$ cat src/common/robot_cfg.svh
`ifndef ROBOT_CFG_SVH
`define ROBOT_CFG_SVH

// Remote key codes, mode selection
`define KEY_CAM    8'h0f
`define KEY_IR     8'h13
`define KEY_IDLE   8'h10

// Remote key codes, drive commands
`define KEY_STOP   8'h0c
`define KEY_LEFT   8'h14
`define KEY_RIGHT  8'h18
`define KEY_SLOW   8'h01
`define KEY_MEDIUM 8'h02
`define KEY_FAST   8'h03

// Direction reported by the camera pipeline
`define CAM_DIR_LEFT  3'b001
`define CAM_DIR_RIGHT 3'b010
`define CAM_DIR_AHEAD 3'b011

`define KEY_FIFO_DEPTH 4     // Power of two
`define IR_FRAME_BITS  16    // Key byte then its complement

`endif

$ cat src/common/robot_pkg.sv
package robot_pkg;

    // Top level operating mode
    typedef enum logic [1:0] {
        IDLE = 2'b00,
        CAM  = 2'b01,
        IR   = 2'b10
    } op_mode_t;

    // Sub-state used while the camera steers
    typedef enum logic [1:0] {
        SEARCH = 2'b00,     // Turning until target seen
        FOLLOW = 2'b01,     // Target in view
        PAUSE  = 2'b11      // Camera steering inactive
    } cam_state_t;

    // Command handed to the motor stage
    typedef enum logic [2:0] {
        STOP   = 3'b000,
        LEFT   = 3'b001,
        RIGHT  = 3'b010,
        SLOW   = 3'b011,
        MEDIUM = 3'b100,
        FAST   = 3'b101
    } drive_state_t;

endpackage

$ cat src/mode_fsm/mode_fsm.sv
`timescale 1ns/100ps
`include "robot_cfg.svh"

module mode_fsm
    import robot_pkg::*;
(
    input  logic         clk_50,
    input  logic         rst_n,
    input  logic [7:0]   key_head,
    input  logic         key_empty,
    input  logic [2:0]   cam_direction,
    input  logic [1:0]   cam_speed,
    input  logic         orange_detected,
    output logic         key_pop,
    output op_mode_t     op_mode,
    output cam_state_t   cam_state,
    output drive_state_t drive_state,
    output logic         mode_change
);

    op_mode_t     mode_next;
    cam_state_t   cam_next;
    drive_state_t drive_next;
    drive_state_t key_drive;
    logic         key_valid;
    logic         is_drive_key;

    assign key_valid = !key_empty;
    assign key_pop   = key_valid;   // Never stalls, one key per cycle

    // Mode moves only on a popped key
    always_comb begin
        mode_next = op_mode;
        if (key_valid) begin
            case (op_mode)
                IDLE:    mode_next = (key_head == `KEY_CAM) ? CAM :
                                     (key_head == `KEY_IR)  ? IR  : IDLE;
                CAM:     mode_next = (key_head == `KEY_IR)   ? IR   :
                                     (key_head == `KEY_IDLE) ? IDLE : CAM;
                IR:      mode_next = (key_head == `KEY_CAM)  ? CAM  :
                                     (key_head == `KEY_IDLE) ? IDLE : IR;
                default: mode_next = IDLE;
            endcase
        end
    end

    // Remote drive keys
    always_comb begin
        is_drive_key = key_valid;
        case (key_head)
            `KEY_STOP:   key_drive = STOP;
            `KEY_LEFT:   key_drive = LEFT;
            `KEY_RIGHT:  key_drive = RIGHT;
            `KEY_SLOW:   key_drive = SLOW;
            `KEY_MEDIUM: key_drive = MEDIUM;
            `KEY_FAST:   key_drive = FAST;
            default: begin
                key_drive    = STOP;
                is_drive_key = 1'b0;
            end
        endcase
    end

    // Camera sub-state follows the next mode
    always_comb begin
        if (mode_next != CAM) begin
            cam_next = PAUSE;
        end else if (cam_state == PAUSE) begin
            cam_next = SEARCH;                                   // Just entered CAM
        end else begin
            cam_next = orange_detected ? FOLLOW : SEARCH;
        end
    end

    always_comb begin
        drive_next = STOP;
        case (mode_next)
            CAM: begin
                if (cam_next == SEARCH) begin
                    drive_next = RIGHT;                          // Spin to look for target
                end else if (cam_direction == `CAM_DIR_LEFT) begin
                    drive_next = LEFT;
                end else if (cam_direction == `CAM_DIR_RIGHT) begin
                    drive_next = RIGHT;
                end else if (cam_direction == `CAM_DIR_AHEAD) begin
                    case (cam_speed)
                        2'd0:    drive_next = SLOW;
                        2'd1:    drive_next = MEDIUM;
                        2'd2:    drive_next = FAST;
                        default: drive_next = STOP;
                    endcase
                end
            end
            IR: begin
                if (op_mode != IR) begin
                    drive_next = STOP;                           // Entering remote control
                end else if (is_drive_key) begin
                    drive_next = key_drive;
                end else begin
                    drive_next = drive_state;                    // Hold last command
                end
            end
            default: drive_next = STOP;
        endcase
    end

    always_ff @(posedge clk_50 or negedge rst_n) begin
        if (!rst_n) begin
            op_mode     <= IDLE;
            cam_state   <= PAUSE;
            drive_state <= STOP;
            mode_change <= 1'b0;
        end else begin
            op_mode     <= mode_next;
            cam_state   <= cam_next;
            drive_state <= drive_next;
            mode_change <= (mode_next != op_mode) || (cam_next != cam_state);
        end
    end

endmodule

$ cat src/mode_fsm/status_display.sv
`timescale 1ns/100ps

module status_display
    import robot_pkg::*;
(
    input  op_mode_t     op_mode,
    input  cam_state_t   cam_state,
    input  drive_state_t drive_state,
    output logic [6:0]   hex0,
    output logic [6:0]   hex1,
    output logic [6:0]   hex2,
    output logic [6:0]   hex3,
    output logic [6:0]   hex4,
    output logic [6:0]   hex5,
    output logic [6:0]   hex6,
    output logic [6:0]   hex7
);

    // Active low, bit 6 is segment g
    localparam logic [6:0] SEG_BLANK = 7'b1111111;
    localparam logic [6:0] SEG_A = 7'b0001000;
    localparam logic [6:0] SEG_C = 7'b1000110;
    localparam logic [6:0] SEG_D = 7'b0100001;   // Lower case d
    localparam logic [6:0] SEG_E = 7'b0000110;
    localparam logic [6:0] SEG_F = 7'b0001110;
    localparam logic [6:0] SEG_G = 7'b0000010;
    localparam logic [6:0] SEG_H = 7'b0001001;
    localparam logic [6:0] SEG_I = 7'b1111001;
    localparam logic [6:0] SEG_L = 7'b1000111;
    localparam logic [6:0] SEG_O = 7'b1000000;
    localparam logic [6:0] SEG_P = 7'b0001100;
    localparam logic [6:0] SEG_R = 7'b0101111;   // Lower case r
    localparam logic [6:0] SEG_S = 7'b0010010;
    localparam logic [6:0] SEG_T = 7'b0001111;   // Lower case t
    localparam logic [6:0] SEG_1 = 7'b1111001;
    localparam logic [6:0] SEG_2 = 7'b0100100;
    localparam logic [6:0] SEG_3 = 7'b0110000;

    assign hex5 = SEG_BLANK;

    always_comb begin
        case (op_mode)
            IDLE:    {hex7, hex6} = {SEG_I, SEG_D};
            CAM:     {hex7, hex6} = {SEG_C, SEG_A};
            IR:      {hex7, hex6} = {SEG_I, SEG_R};
            default: {hex7, hex6} = {SEG_BLANK, SEG_BLANK};
        endcase

        case (cam_state)
            SEARCH:  hex4 = SEG_S;
            FOLLOW:  hex4 = SEG_F;
            PAUSE:   hex4 = SEG_P;
            default: hex4 = SEG_BLANK;
        endcase

        case (drive_state)
            LEFT:    {hex3, hex2, hex1, hex0} = {SEG_L, SEG_E, SEG_F, SEG_T};
            RIGHT:   {hex3, hex2, hex1, hex0} = {SEG_R, SEG_G, SEG_H, SEG_T};
            STOP:    {hex3, hex2, hex1, hex0} = {SEG_S, SEG_T, SEG_O, SEG_P};
            SLOW:    {hex3, hex2, hex1, hex0} = {SEG_S, SEG_P, SEG_BLANK, SEG_1};
            MEDIUM:  {hex3, hex2, hex1, hex0} = {SEG_S, SEG_P, SEG_BLANK, SEG_2};
            FAST:    {hex3, hex2, hex1, hex0} = {SEG_S, SEG_P, SEG_BLANK, SEG_3};
            default: {hex3, hex2, hex1, hex0} = {4{SEG_BLANK}};
        endcase
    end

endmodule

$ cat src/source/ir_frame_rx.sv
`timescale 1ns/100ps
`include "robot_cfg.svh"

module ir_frame_rx (
    input  logic       clk_50,
    input  logic       rst_n,
    input  logic       ir_bit,
    input  logic       ir_bit_valid,
    input  logic       ir_frame_start,
    output logic       key_push,
    output logic [7:0] key_code
);

    localparam int FRAME_BITS = `IR_FRAME_BITS;
    localparam int CNT_W      = $clog2(FRAME_BITS + 1);

    logic [FRAME_BITS-1:0] shift_q;
    logic [FRAME_BITS-1:0] shift_next;
    logic [CNT_W-1:0]      bit_cnt;
    logic [CNT_W-1:0]      cnt_base;
    logic                  shift_en;
    logic                  last_bit;
    logic                  frame_ok;

    assign cnt_base   = ir_frame_start ? '0 : bit_cnt;           // Start bit may share the cycle
    assign shift_en   = ir_bit_valid && (cnt_base != CNT_W'(FRAME_BITS));
    assign shift_next = {shift_q[FRAME_BITS-2:0], ir_bit};      // MSB first
    assign last_bit   = shift_en && (cnt_base == CNT_W'(FRAME_BITS - 1));
    assign frame_ok   = (shift_next[FRAME_BITS-1 -: 8] == ~shift_next[7:0]);

    always_ff @(posedge clk_50 or negedge rst_n) begin
        if (!rst_n) begin
            bit_cnt  <= '0;
            key_push <= 1'b0;
        end else begin
            key_push <= last_bit && frame_ok;                    // Bad check byte drops frame
            if (shift_en) begin
                bit_cnt <= cnt_base + 1'b1;
            end else begin
                bit_cnt <= cnt_base;                             // Saturates when full
            end
        end
    end

    always_ff @(posedge clk_50) begin
        if (shift_en) begin
            shift_q <= shift_next;
        end
        if (last_bit) begin
            key_code <= shift_next[FRAME_BITS-1 -: 8];           // Key byte
        end
    end

    // A full frame must be followed by a new frame start before more bits
    a_no_bit_when_full: assert property (@(posedge clk_50) disable iff (!rst_n)
        ir_bit_valid && !ir_frame_start |-> bit_cnt != CNT_W'(FRAME_BITS))
        else $error("IR bit received with frame counter full");

endmodule

$ cat src/source/key_fifo.sv
`timescale 1ns/100ps
`include "robot_cfg.svh"

module key_fifo (
    input  logic       clk_50,
    input  logic       rst_n,
    input  logic       key_push,
    input  logic [7:0] key_code,
    input  logic       key_pop,
    output logic [7:0] key_head,
    output logic       key_empty,
    output logic       key_overflow
);

    localparam int DEPTH = `KEY_FIFO_DEPTH;
    localparam int AW    = $clog2(DEPTH);

    logic [7:0]    mem [DEPTH];
    logic [AW-1:0] wr_ptr;
    logic [AW-1:0] rd_ptr;
    logic [AW:0]   count;
    logic          full;
    logic          do_push;
    logic          do_pop;

    assign full      = (count == (AW+1)'(DEPTH));
    assign key_empty = (count == '0);
    assign do_push   = key_push && !full;           // Push into full store is lost
    assign do_pop    = key_pop && !key_empty;
    assign key_head  = mem[rd_ptr];                 // Show-ahead

    always_ff @(posedge clk_50 or negedge rst_n) begin
        if (!rst_n) begin
            wr_ptr       <= '0;
            rd_ptr       <= '0;
            count        <= '0;
            key_overflow <= 1'b0;
        end else begin
            if (do_push) wr_ptr <= wr_ptr + 1'b1;   // Wraps at depth
            if (do_pop) rd_ptr <= rd_ptr + 1'b1;
            case ({do_push, do_pop})
                2'b10:   count <= count + 1'b1;
                2'b01:   count <= count - 1'b1;
                default: count <= count;
            endcase
            if (key_push && full) key_overflow <= 1'b1;  // Sticky until reset
        end
    end

    always_ff @(posedge clk_50) begin
        if (do_push) mem[wr_ptr] <= key_code;
    end

    a_no_pop_empty: assert property (@(posedge clk_50) disable iff (!rst_n)
        key_pop |-> !key_empty) else $error("Key popped from empty FIFO");

    a_count_bound: assert property (@(posedge clk_50) disable iff (!rst_n)
        count <= (AW+1)'(DEPTH)) else $error("Key FIFO count above depth");

endmodule

$ cat src/source/robot_ctrl_top.sv
`timescale 1ns/100ps

module robot_ctrl_top
    import robot_pkg::*;
(
    input  logic         clk_50,
    input  logic         rst_n,
    input  logic         ir_bit,
    input  logic         ir_bit_valid,
    input  logic         ir_frame_start,
    input  logic [2:0]   cam_direction,
    input  logic [1:0]   cam_speed,
    input  logic         orange_detected,
    output op_mode_t     op_mode,
    output cam_state_t   cam_state,
    output drive_state_t drive_state,
    output logic         mode_change,
    output logic         key_overflow,
    output logic [6:0]   hex0,
    output logic [6:0]   hex1,
    output logic [6:0]   hex2,
    output logic [6:0]   hex3,
    output logic [6:0]   hex4,
    output logic [6:0]   hex5,
    output logic [6:0]   hex6,
    output logic [6:0]   hex7
);

    logic       key_push;
    logic [7:0] key_code;
    logic       key_pop;
    logic [7:0] key_head;
    logic       key_empty;

    ir_frame_rx i_ir_frame_rx (
        .clk_50, .rst_n, .ir_bit, .ir_bit_valid, .ir_frame_start, .key_push, .key_code
    );

    key_fifo i_key_fifo (
        .clk_50, .rst_n, .key_push, .key_code, .key_pop, .key_head, .key_empty, .key_overflow
    );

    mode_fsm i_mode_fsm (
        .clk_50, .rst_n, .key_head, .key_empty, .cam_direction, .cam_speed,
        .orange_detected, .key_pop, .op_mode, .cam_state, .drive_state, .mode_change
    );

    status_display i_status_display (
        .op_mode, .cam_state, .drive_state,
        .hex0, .hex1, .hex2, .hex3, .hex4, .hex5, .hex6, .hex7
    );

endmodule
$ cat config.mk
export PLATFORM = sky130hd
export DESIGN_NAME = robot_ctrl_top
export DESIGN_NICKNAME = d
export VERILOG_FILES = /design/src/common/robot_pkg.sv /design/src/mode_fsm/mode_fsm.sv /design/src/mode_fsm/status_display.sv /design/src/source/ir_frame_rx.sv /design/src/source/key_fifo.sv /design/src/source/robot_ctrl_top.sv
export VERILOG_INCLUDE_DIRS = /design/src /design/src/common
export SDC_FILE = /design/constraint.sdc
export NUM_CORES = 1
export LEC_CHECK = 0
export BUFFER_PORTS_ARGS = -buffer_cell sky130_fd_sc_hd__buf_4
export CORE_ASPECT_RATIO = 1.25
export CORE_MARGIN = 4
export CORE_UTILIZATION = 40
export DETAILED_ROUTE_END_ITERATION = 8
export PLACE_DENSITY = 0.72
export SETUP_SLACK_MARGIN = 0.5
export SLEW_MARGIN = 20
export SYNTH_ARGS = -nofsm -noshare
export SYNTH_HDL_FRONTEND = slang
export SYNTH_SLANG_ARGS = --single-unit
$ cat constraint.sdc
create_clock -name clk_50 -period 4.5 [get_ports clk_50]
set_input_delay 0.9 -clock clk_50 [delete_from_list [all_inputs] [get_ports clk_50]]
set_output_delay 0.9 -clock clk_50 [all_outputs]
set_load 0.01 [all_outputs]
==> results.ini, run 1 <==
[run_status]
status = completed

[clock_tree]
cts_hold_buf = 0
clk_pin_slew_ns = 0.06
post_cts_resized = 0
h-tree-depth = 3
numCtsBuffers = 9
clk_path_buf_depth = 2
clock_sinks = 77
cts_tree = yes
clk_latency_ns = 0.33
postCtsSetupBuffers = 0
root_buffer = clkbuf_16

[floorplanning]
die_area_um2 = 11220
rows = 39
die-width_um = 95.55
ios = 76
die_h_um = 117.4
start_util_pct = 41.34
core_area_um2 = 9271

[cells_and_area]
finalNetCount = 382
fillers = 809
ff_latch_area_um2 = 2205
num_antenna_cells = 0
final_area_um2 = 4568
finalCoreUtilization_pct = 49.27
syn_to_final_growth_pct = 19.20
multi_input_area_um2 = 1341
finalNonFillerCells = 485
layout-drive-gt1-share_pct = 26.80

[placed_design]
place_congestion = 0.8020
dp_hpwl_um = 4926
dp_cells = 469
place_area_um2 = 4263
io_buffers = 66
pre_cts_slack_ns = 1.194

[grt]
met2_usage_pct = 21.01
grt_overflow = 0
antenna_found_initial = 0
grt_max_degree = 23
grt_pass1_vias = 2383
grt_pass1_wl_um = 11050
met3_usage_pct = 3.201
grt_usage_pct = 12.42
grt.busiest_layer = met2
grt_use_met1_pct = 14.24

[timing]
rsz0062_at_grt = false
tightest_slew_ns = 0.7844
slew_headroom_pct = 47.30
whs_ns = 0.4569
clock_skew_ns = 0.004914
post-route-min-period_ns = 3.327
fmax_ghz = 0.3006
hold_violations = 0
finalSetupViolCount = 0
finalSetupTns_ns = 0
maxSlewViolCount = 0
post-route-period-util_pct = 73.93
setup_slack_ns = 1.173

[logic_synthesis]
yosys.area.top_type_share_pct = 43.10
synth_edf_count = 55
syn_area_per_cell_um2 = 12.36
yosysSeqAreaShare_pct = 57.53
synthTopCellsByArea = edfxtp_1 (43%), dfrtp_1 (13%), buf_4 (5.3%)
yosysWarningCount = 0
synth_area_um2 = 3832
synth_area_leader_cell = edfxtp_1
synth_top_flop_cell = edfxtp_1
synth_common_cells = edfxtp_1 (55), buf_4 (27), nand2_1 (22)
ys_ff_latch = 77
synth_cells = 310
synth-async-reset-ratio_pct = 28.57
synth_most_common_cell = edfxtp_1
post_synth_num_cell_types = 54

[critical_path]
rr_worst_depth = 10
rr_endpoint = i_mode_fsm.drive_state[2]
required_ns = 4.71
critical_path_depth = 10
crit_family = multiplexers
cp_slowest_cell = mux4_2
worstSetupStartpointType = flop
reg2reg_slack_ns = 1.17
path_max_fanout = 9
worstPathCellList = mux4_2 > or2_4 > a2111oi_4 > a211oi_1 > o21ai_2 > o31ai_1 > ha_1 > and3b_1 > nand3_1 > mux2_1
regToRegStartpoint = i_key_fifo.rd_ptr[0]
crit_buf_inv = 0
crit_type = flop to flop
crit_arrival_ns = 3.54
max_stage_delay_ns = 0.65
endpoint_kind = flop

[power]
peakVddDrop_mv = 0.3112
powerDensity_nw_per_um2 = 342.5
leakage_nw = 1.837
fin_total_pwr_mw = 1.564

[route]
ant_nets = 0
wirelength_um = 6645
vias = 2388
drc = 0
wl_per_cell_um = 13.70
dr.pass1.iters = 4
drtIter0Drc = 167
avgViaCountPerCell = 4.924

[worst_hold_path]
hold_path.class = input port to async pin

[job]
drv_cap = 0

==> cell families after synthesis <==
family	after synthesis	synth area share [%]
DFF	77	57.53
and+or+nand+nor	91	12.67
AOI/OAI and AO/OA	43	7.933
xor gates and xnor gates	17	3.885
buffers and inverters	55	8.260
muxes	11	4.603
adders and majority gates	15	5.028
other	1	0.09785
==> metal layers <==
layer	up-vias	part of all wire, %
met5	-	0
met4	0	1.7
met3	11	7.2
met2	75	51
met1	1134	41
li1	1168	-
==> cell usage in the layout, fill, tap and decap left out, types with 3 or more instances in the layout <==
cell,netlist,layout
a21oi_1,9,9
and2_1,9,9
and3_1,3,3
buf_4,27,67
clkbuf_16,0,9
conb_1,1,9
dfrtp_1,20,20
edfxtp_1,55,55
ha_1,13,13
inv_1,15,15
inv_6,0,3
mux2_1,3,3
mux2i_1,3,3
mux4_2,5,5
nand2_1,22,22
nand2b_1,14,14
nand3_1,4,4
nand4_1,4,4
nor2_1,10,10
nor2b_1,3,3
nor3_1,8,8
nor3b_1,3,3
o211ai_1,3,3
o21a_1,3,3
o21ai_0,3,3
o21ai_1,7,7
xnor2_1,15,15
==> state kept, by name (all words and copies together), names as in the netlist, 2 cells and up <==
signal and count:
i_key_fifo.mem 32, i_ir_frame_rx.shift_q 15, i_ir_frame_rx.key_code 8, i_ir_frame_rx.bit_cnt 5, i_key_fifo.count 3, i_mode_fsm.drive_state 3
i_key_fifo.rd_ptr 2, i_key_fifo.wr_ptr 2, i_mode_fsm.cam_state 2, i_mode_fsm.op_mode 2
==> where the power goes <==
group | switching, mW | total (mW) | leakage, nW | internal (mW)
combinational | 0.0280 | 0.0494 | 0.894 | 0.0215
clock | 0.290 | 0.725 | 0.143 | 0.436
sequential | 0.0118 | 0.790 | 0.800 | 0.778
total | 0.330 | 1.56 | 1.84 | 1.23
==> final cells by class <==
cell class	count	area share, %
well taps	123	3.369
clock inverters	7	1.753
flip-flops and latches	77	48.26
clock buffers	9	4.930
inverters	16	1.315
repair buffers	67	11.01
multi-input cells	186	29.36
==> worst max-delay path by stage <==
| stage | slack (ns) | start | end |
|---|---|---|---|
| 5_1_grt | 0.95 | i_key_fifo.rd_ptr[0] | i_mode_fsm.drive_state[2] |
| 2_1_floorplan | 1.46 | ir_frame_start | i_ir_frame_rx.key_code[0] |
| 4_1_cts | 1.17 | i_key_fifo.rd_ptr[0] | i_mode_fsm.drive_state[2] |
| 3_3_place_gp | 1.31 | i_key_fifo.rd_ptr[0] | i_mode_fsm.drive_state[0] |
| 6_report | 1.17 | i_key_fifo.rd_ptr[0] | i_mode_fsm.drive_state[2] |
| 3_5_place_dp | 1.19 | i_key_fifo.rd_ptr[0] | i_mode_fsm.drive_state[0] |
(Power assumes the default switching activity.)
==> run 2, diff against run 1 <==
--- a/config.mk
+++ b/config.mk
@@ -6,12 +6,13 @@
 export SDC_FILE = /design/constraint.sdc
 export NUM_CORES = 1
 export LEC_CHECK = 0
+export ABC_AREA = 1
 export BUFFER_PORTS_ARGS = -buffer_cell sky130_fd_sc_hd__buf_4
 export CORE_ASPECT_RATIO = 1.25
 export CORE_MARGIN = 4
 export CORE_UTILIZATION = 40
 export DETAILED_ROUTE_END_ITERATION = 8
-export PLACE_DENSITY = 0.72
+export PLACE_DENSITY = 0.74
 export SETUP_SLACK_MARGIN = 0.5
 export SLEW_MARGIN = 20
 export SYNTH_ARGS = -nofsm -noshare
==> constraint.sdc (replaced) <==
create_clock -name clk_50 -period 3 [get_ports clk_50]
set_input_delay 0.6 -clock clk_50 [delete_from_list [all_inputs] [get_ports clk_50]]
set_output_delay 0.6 -clock clk_50 [all_outputs]
set_load 0.01 [all_outputs]
==> results.ini, run 2 <==
[clock_tree]
clock_sinks = 77  ; unchanged
cts_tree = yes
root_buffer = clkbuf_16
clk_latency_ns = 0.33  ; about the same
h-tree-depth = 3  ; unchanged
clk_pin_slew_ns = 0.06  ; about the same
numCtsBuffers = 9  ; unchanged
cts_hold_buf = 0  ; unchanged
clk_path_buf_depth = 2  ; unchanged

[floorplanning]
rows = 40  ; +2.6%
die_area_um2 = 11570  ; +3.1%
core_area_um2 = 9659  ; +4.2%
die-width_um = 97.00  ; +1.5%
ios = 76  ; unchanged
start_util_pct = 41.00  ; -0.34 points
die_h_um = 119.2  ; +1.5%

[route]
vias = 3151  ; +32%
drtIter0Drc = 224  ; +34%
drc = 0  ; unchanged
avgViaCountPerCell = 5.002  ; +1.6%
wl_met3_um = 552  ; +15%
wirelength_um = 9047  ; +36%
dr.pass1.iters = 5  ; +1
wl_met1_um = 3194  ; +19%
met2_length_um = 4795  ; +43%
ant_nets = 0  ; unchanged
wl_per_cell_um = 14.36  ; +4.8%
highest_layer = met4

[critical_path]
cp_slowest_cell = dfrtp_2
rr_endpoint = i_mode_fsm.drive_state[2]
crit_arrival_ns = 2.87  ; -0.67 ns
worstSetupStartpointType = flop
crit_type = flop to flop
reg2reg_slack_ns = 0.38  ; -0.79 ns
rr_worst_depth = 21  ; +11
endpoint_kind = flop
crit_end = i_mode_fsm.drive_state[2]
cp_common_cell = nand3_2
max_stage_delay_ns = 0.42  ; -0.23 ns
cp-startpoint = i_key_fifo.rd_ptr[0]
regToRegStartpoint = i_key_fifo.rd_ptr[0]
path_max_fanout = 8  ; -1
worstPathCellList = buf_6 > clkinv_8 > nand2_2 > nand3_2 > nand2_4 > nand2_4 > nor2_4 > nand2_2 > nand3_2 > o21ai_2 > nor2_2 > a21oi_2 > buf_4 > inv_2 > ha_2 > nand2_1 > inv_2 > nand3_2 > a21oi_2 > nand2_1 > o21ai_1
required_ns = 3.26  ; -1.45 ns

[timing]
whs_ns = 0.1537  ; -0.3032 ns
fmax_ghz = 0.3821  ; +27%
finalSetupTns_ns = 0  ; unchanged
slew_headroom_pct = 47.30  ; about the same
hold_violations = 0  ; unchanged
tightest_slew_ns = 0.7876  ; +0.003169 ns
finalSetupViolCount = 0  ; unchanged
post-route-period-util_pct = 87.25  ; +13 points
post-route-min-period_ns = 2.617  ; -0.7096 ns
maxSlewViolCount = 0  ; unchanged
rsz0062_at_grt = true
setup_slack_ns = 0.3826  ; -0.7904 ns
clock_skew_ns = 0.008464  ; +0.003550 ns

[logic_synthesis]
synth_area_leader_cell = edfxtp_1
synth_edf_count = 55  ; unchanged
synth_area_um2 = 3960  ; +3.3%
syn_area_per_cell_um2 = 9.730  ; -21%
muxShareOfSynthArea_pct = 0  ; -4.6 points
post_synth_num_cell_types = 38  ; -30%
synthXorXnorAreaFrac_pct = 3.096  ; -0.79 points
synth_top_family_by_area = simple AND/OR/NAND/NOR gates
synth-async-reset-ratio_pct = 28.57  ; unchanged
synth-compound-area-share_pct = 3.760  ; -4.2 points
ys_ff_latch = 77  ; unchanged
synth_most_common_cell = nand2_1
synthAdderAreaFrac_pct = 4.613  ; -0.41 points
synth-simple-area-share_pct = 21.39  ; +8.7 points
synth_cells = 407  ; +31%
yosysSeqAreaShare_pct = 55.67  ; -1.9 points
synth_common_cells = nand2_1 (103), edfxtp_1 (55), inv_1 (48)
synthTopCellsByArea = edfxtp_1 (42%), dfrtp_1 (13%), nand2_1 (9.8%)
synth_top_flop_cell = edfxtp_1
yosysWarningCount = 0  ; unchanged
yosys.area.top_type_share_pct = 41.71  ; -1.4 points

[cells_and_area]
syn_to_final_growth_pct = 30.77
finalNetCount = 524  ; +37%
finalCoreUtilization_pct = 53.61  ; +4.3 points
final_cell_mix = buf_4 (104), nand2_1 (84), edfxtp_1 (55)
reg_top3 = i_key_fifo.mem (32), i_ir_frame_rx.shift_q (15), i_ir_frame_rx.key_code (8)
num_antenna_cells = 0  ; unchanged
fillers = 780  ; -3.6%
finalNonFillerCells = 630  ; +30%
final_common_cell = buf_4
largest_register = i_key_fifo.mem
final_area_um2 = 5179  ; +13%
layout-drive-gt1-share_pct = 37.70  ; +11 points
largest_reg_flops = 32  ; unchanged

[placed_design]
dp_cells = 576  ; +23%
pre_cts_slack_ns = 0.03880  ; -1.156 ns
dp_hpwl_um = 5851  ; +19%
place_congestion = 0.8460  ; +5.5%
place_area_um2 = 4408  ; +3.4%
io_buffers = 66  ; unchanged

[power]
leakage_nw = 2.357  ; +28%
p_comb_share_pct = 2.9  ; -0.3 points
internal_power_mw = 1.742  ; +41%
seqPwrFrac_pct = 52.7  ; +2.2 points
pwr-share-clk_pct = 44.4  ; -2.0 points
peakVddDrop_mv = 0.4234  ; +36%
fin_total_pwr_mw = 2.213  ; +41%
p_sw_mw = 0.4710  ; +43%
swShare_pct = 21.28  ; +0.22 points
powerDensity_nw_per_um2 = 427.4  ; +25%

[run_status]
status = completed

[grt]
grt_max_degree = 23  ; unchanged
grt_pass1_vias = 3178  ; +33%
grt_usage_pct = 15.70  ; +3.3 points
antenna_found_initial = 0  ; unchanged
grt_overflow = 0  ; unchanged
grt_pass1_wl_um = 14790  ; +34%

[worst_hold_path]
hold_path.class = input port to async pin

[job]
drv_cap = 0  ; unchanged

run 2: worst min path at each step:
stage / startpoint / end
4_1_cts: rst_n / i_ir_frame_rx.bit_cnt[0]
3_5_place_dp: i_ir_frame_rx.shift_q[6] / i_ir_frame_rx.shift_q[7]
5_1_grt: rst_n / i_ir_frame_rx.bit_cnt[1]
3_3_place_gp: i_ir_frame_rx.shift_q[5] / i_ir_frame_rx.shift_q[6]
6_report: rst_n / i_ir_frame_rx.bit_cnt[0]
2_1_floorplan: rst_n / i_ir_frame_rx.bit_cnt[0]
run 2: power by group through the flow:
stage | logic [mW] | registers, mW | clock network, mW
finish | 0.0650 | 1.17 | 0.982
floorplan | 0.0435 | 1.18 | 0
CTS | 0.0654 | 1.17 | 1.00
global placement | 0.0597 | 1.19 | 0
global route | 0.0744 | 1.17 | 1.06
detailed placement | 0.0628 | 1.19 | 0
run 2: cells by family (layout without fill, tap and decap cells):
logic type,Yosys count,after routing
compound gates,25,25
xor+xnor,14,14
fa+ha+maj,14,14
buf+inv,84,173
flops,77,77
other cells,1,9
simple gates,192,192
run 2: what timing repair did:
action                     4_1_cts  5_1_grt
setup endpoints to repair        4        4
pin swaps                       18       22
gates cloned                     1        0
setup buffers                   30        7
gates resized for setup         39       26
run 2: layer usage:
| metal | global-route usage (%) | vias to the layer above |
|---|---|---|
| met5 | 0 | - |
| met1 | 16.47 | 1492 |
| met2 | 27.59 | 140 |
| met4 | 9.745 | 0 |
| met3 | 4.394 | 48 |
| li1 | - | 1471 |
run 2: cell type report:
| cell class | count | area [µm²] | area share, % |
|---|---|---|---|
| inverter | 50 | 200.2 | 3.866 |
| clock inverter | 7 | 47.55 | 0.9181 |
| sequential | 77 | 2206 | 42.59 |
| timing repair buffer | 106 | 803.3 | 15.51 |
| timing repair inverter | 1 | 3.754 | 0.07248 |
| multi-input combinational | 254 | 1535 | 29.64 |
| tap | 126 | 157.7 | 3.044 |
| clock buffer | 9 | 225.2 | 4.349 |
run 2: critical path, delay by kind of cell, from the launching register on:
kind,cells,cell delay [ns]
AO/OA/AOI/OAI,4,0.32
flip-flops,1,0.42
buffers and inverters,5,0.58
AND/OR/NAND/NOR,11,1.05
adder cells (fa/ha/maj),1,0.16
==> run 3, diff against run 2 <==
--- a/config.mk
+++ b/config.mk
@@ -8,7 +8,7 @@
 export LEC_CHECK = 0
 export ABC_AREA = 1
 export BUFFER_PORTS_ARGS = -buffer_cell sky130_fd_sc_hd__buf_4
-export CORE_ASPECT_RATIO = 1.25
+export CORE_ASPECT_RATIO = 1.4
 export CORE_MARGIN = 4
 export CORE_UTILIZATION = 40
 export DETAILED_ROUTE_END_ITERATION = 8
@@ -17,4 +17,5 @@
 export SLEW_MARGIN = 20
 export SYNTH_ARGS = -nofsm -noshare
 export SYNTH_HDL_FRONTEND = slang
+export SYNTH_HIERARCHICAL = 1
 export SYNTH_SLANG_ARGS = --single-unit
==> results.ini, run 3 <==
[run_status]
status = completed

[floorplanning]
rows = 44  ; +10%
die_area_um2 = 12330  ; +6.6%
start_util_pct = 40.93  ; -0.064 points
die-width_um = 94.98  ; -2.1%
core_area_um2 = 10350  ; +7.2%
ios = 76  ; unchanged
die_h_um = 129.8  ; +8.8%

[logic_synthesis]
synth_area_leader_cell = edfxtp_1
post_synth_num_cell_types = 38  ; unchanged
yosys.area.top_type_share_pct = 38.98  ; -2.7 points
yosysSeqAreaShare_pct = 52.04  ; -3.6 points
synth_common_cells = nand2_1 (114), inv_1 (78), edfxtp_1 (55)
synth_edf_count = 55  ; unchanged
synth_most_common_cell = nand2_1
synth_cells = 467  ; +15%
synth_area_um2 = 4237  ; +7.0%
synthTopCellsByArea = edfxtp_1 (39%), dfrtp_1 (12%), nand2_1 (10%)
syn_area_per_cell_um2 = 9.072  ; -6.8%
synth_top_flop_cell = edfxtp_1
yosysWarningCount = 6  ; +6
ys_ff_latch = 77  ; unchanged
synth-async-reset-ratio_pct = 28.57  ; unchanged

[critical_path]
required_ns = 3.21  ; -0.05 ns
rr_worst_depth = 19  ; -9.5%
worstSetupStartpointType = flop
path_max_fanout = 7  ; -1
endpoint_kind = flop
cp_slowest_cell = dfrtp_2
crit_arrival_ns = 2.96  ; +0.09 ns
critical_path_depth = 19  ; -9.5%
worstPathCellList = clkinv_4 > buf_6 > o211ai_1 > nand2_1 > inv_1 > nand2_2 > nor2_4 > nand3_2 > nand3_2 > nand2_2 > nor2_2 > a21oi_2 > ha_4 > buf_6 > xnor2_2 > a211oi_2 > nand2_1 > nor2_1 > nand3_1
max_stage_delay_ns = 0.47  ; +0.05 ns
crit_type = flop to flop
crit_buf_inv = 4  ; -1
crit_family = simple AND/OR/NAND/NOR gates

[grt]
grt_pass1_vias = 3032  ; -4.6%
grt_pass1_wl_um = 13330  ; -9.9%
grt_max_degree = 23  ; unchanged
grt_overflow = 0  ; unchanged
grt_usage_pct = 13.88  ; -1.8 points
antenna_found_initial = 0  ; unchanged

[job]
drv_cap = 0  ; unchanged

[cells_and_area]
final_area_um2 = 5314  ; +2.6%
layout-drive-gt1-share_pct = 30.70  ; -7.0 points
reg_top3 = i_key_fifo/mem (32), i_ir_frame_rx/shift_q (15), i_ir_frame_rx/key_code (8)
syn_to_final_growth_pct = 25.43
fillers = 914  ; +17%
finalNonFillerCells = 682  ; +8.3%
final_cell_mix = nand2_1 (106), buf_4 (81), inv_1 (75)
final_common_cell = nand2_1
largest_register = i_key_fifo/mem
finalCoreUtilization_pct = 51.34  ; -2.3 points
finalNetCount = 565  ; +7.8%
num_antenna_cells = 0  ; unchanged
largest_reg_flops = 32  ; unchanged

[placed_design]
io_buffers = 66  ; unchanged
place_congestion = 0.8107  ; -4.2%
dp_hpwl_um = 5817  ; -0.57%
place_area_um2 = 4691  ; +6.4%
dp_cells = 647  ; +12%

[route]
wl_per_cell_um = 12.29  ; -14%
ant_nets = 0  ; unchanged
dr.pass1.iters = 5  ; unchanged
drc = 0  ; unchanged
vias = 3180  ; +0.92%
avgViaCountPerCell = 4.663  ; -6.8%
drtIter0Drc = 173  ; -23%
wirelength_um = 8384  ; -7.3%

[clock_tree]
numCtsBuffers = 9  ; unchanged
clock_sinks = 77  ; unchanged
clk_pin_slew_ns = 0.06  ; about the same
clk_latency_ns = 0.33  ; about the same
root_buffer = clkbuf_16
cts_hold_buf = 0  ; unchanged
cts_tree = yes
h-tree-depth = 3  ; unchanged
clk_path_buf_depth = 2  ; unchanged

[timing]
hold_violations = 0  ; unchanged
post-route-min-period_ns = 2.752  ; +0.1349 ns
fmax_ghz = 0.3633  ; -4.9%
slew_headroom_pct = 49.38  ; +2.1 points
finalSetupViolCount = 0  ; unchanged
tightest_slew_ns = 0.7565  ; -0.03115 ns
clock_skew_ns = 0.005531  ; -0.002933 ns
rsz0062_at_grt = true
whs_ns = 0.1488  ; -0.004879 ns
maxSlewViolCount = 0  ; unchanged
post-route-period-util_pct = 91.74  ; +4.5 points

[power]
leakage_nw = 2.624  ; +11%
peakVddDrop_mv = 0.6729  ; +59%
powerDensity_nw_per_um2 = 465.6  ; +8.9%
fin_total_pwr_mw = 2.474  ; +12%

[worst_hold_path]
hold_path.class = input port to async pin

## run 3: cell count changes after synthesis, moves of 5 or more
| cell | change |
|---|---|
| nor2_2 | +9 |
| inv_2 | +6 |
| nor2_1 | +8 |
| xnor2_1 | -6 |
| xor2_1 | -5 |
| inv_1 | +30 |
| nand2_1 | +11 |
| o211ai_1 | +15 |
## run 3: path summary, 6_finish.rpt
kind,startpoint,endpoint,slack (ns)
min in group clk_50,ir_bit,i_ir_frame_rx/shift_q[0],0.47
max,i_key_fifo/rd_ptr[0],i_mode_fsm/mode_change,0.25
min reg2reg,i_ir_frame_rx/shift_q[0],i_ir_frame_rx/shift_q[1],0.48
min,rst_n,i_mode_fsm/drive_state[1],0.15
max in group asynchronous,rst_n,i_mode_fsm/cam_state[0],2.57
max reg2reg,i_key_fifo/rd_ptr[0],i_mode_fsm/mode_change,0.25
## run 3: what timing repair did
item | CTS | global route
setup buffers | 7 | 10
resized for setup | 18 | 27
cloned | 2 | 0
setup endpoints to repair | 5 | 5
pin swaps | 8 | 23
## run 3: worst reg2reg max path: stages (launching register included)
cell,delay (ns)
dfrtp_2,0.47
clkinv_4,0.12
buf_6,0.14
o211ai_1,0.17
nand2_1,0.10
inv_1,0.07
nand2_2,0.06
nor2_4,0.13
nand3_2,0.10
nand3_2,0.11
nand2_2,0.07
nor2_2,0.11
a21oi_2,0.06
ha_4,0.19
buf_6,0.12
xnor2_2,0.12
a211oi_2,0.22
nand2_1,0.08
nor2_1,0.11
nand3_1,0.08
## run 3: cells by family after synthesis
logic type	synth area share (%)
simple gates	23.57
buf+inv	14.18
flops	52.04
compound gates	4.903
fa+ha+maj	4.607
xor+xnor	0.6203
other cells	0.08852
## run 3: cell type report
cell class | count | area (µm²) | area share (%)
clock buffer | 10 | 239.0 | 4.497
clock inverter | 6 | 108.9 | 2.048
inverter | 88 | 355.3 | 6.687
multi-input combinational | 277 | 1575 | 29.64
sequential | 77 | 2206 | 41.51
tap | 138 | 172.7 | 3.249
timing repair buffer | 84 | 641.9 | 12.08
timing repair inverter | 2 | 15.01 | 0.2826
## run 3: metal layers
| layer | wire length, µm | vias up | track usage (%) |
|---|---|---|---|
| li1 | - | 1589 | - |
| met1 | 3025 | 1457 | 14.07 |
| met2 | 4567 | 107 | 25.46 |
| met3 | 441 | 27 | 2.422 |
| met4 | 350 | 0 | 9.516 |
| met5 | 0 | - | 0 |
## run 3: report_power, final
| part | leakage (nW) | switching [mW] | internal (mW) |
|---|---|---|---|
| clock | 0.173 | 0.408 | 0.835 |
| combinational | 1.65 | 0.0439 | 0.0232 |
| sequential | 0.802 | 0.0114 | 1.15 |
## run 3: through the flow
stage	TNS, ns	worst slack [ns]
global placement	0	0.1821
floorplan	0	0.5102
finish	0	0.2477
detailed placement	-0.07409	-0.04809
global route	0	0.06749
CTS	0	0.4307
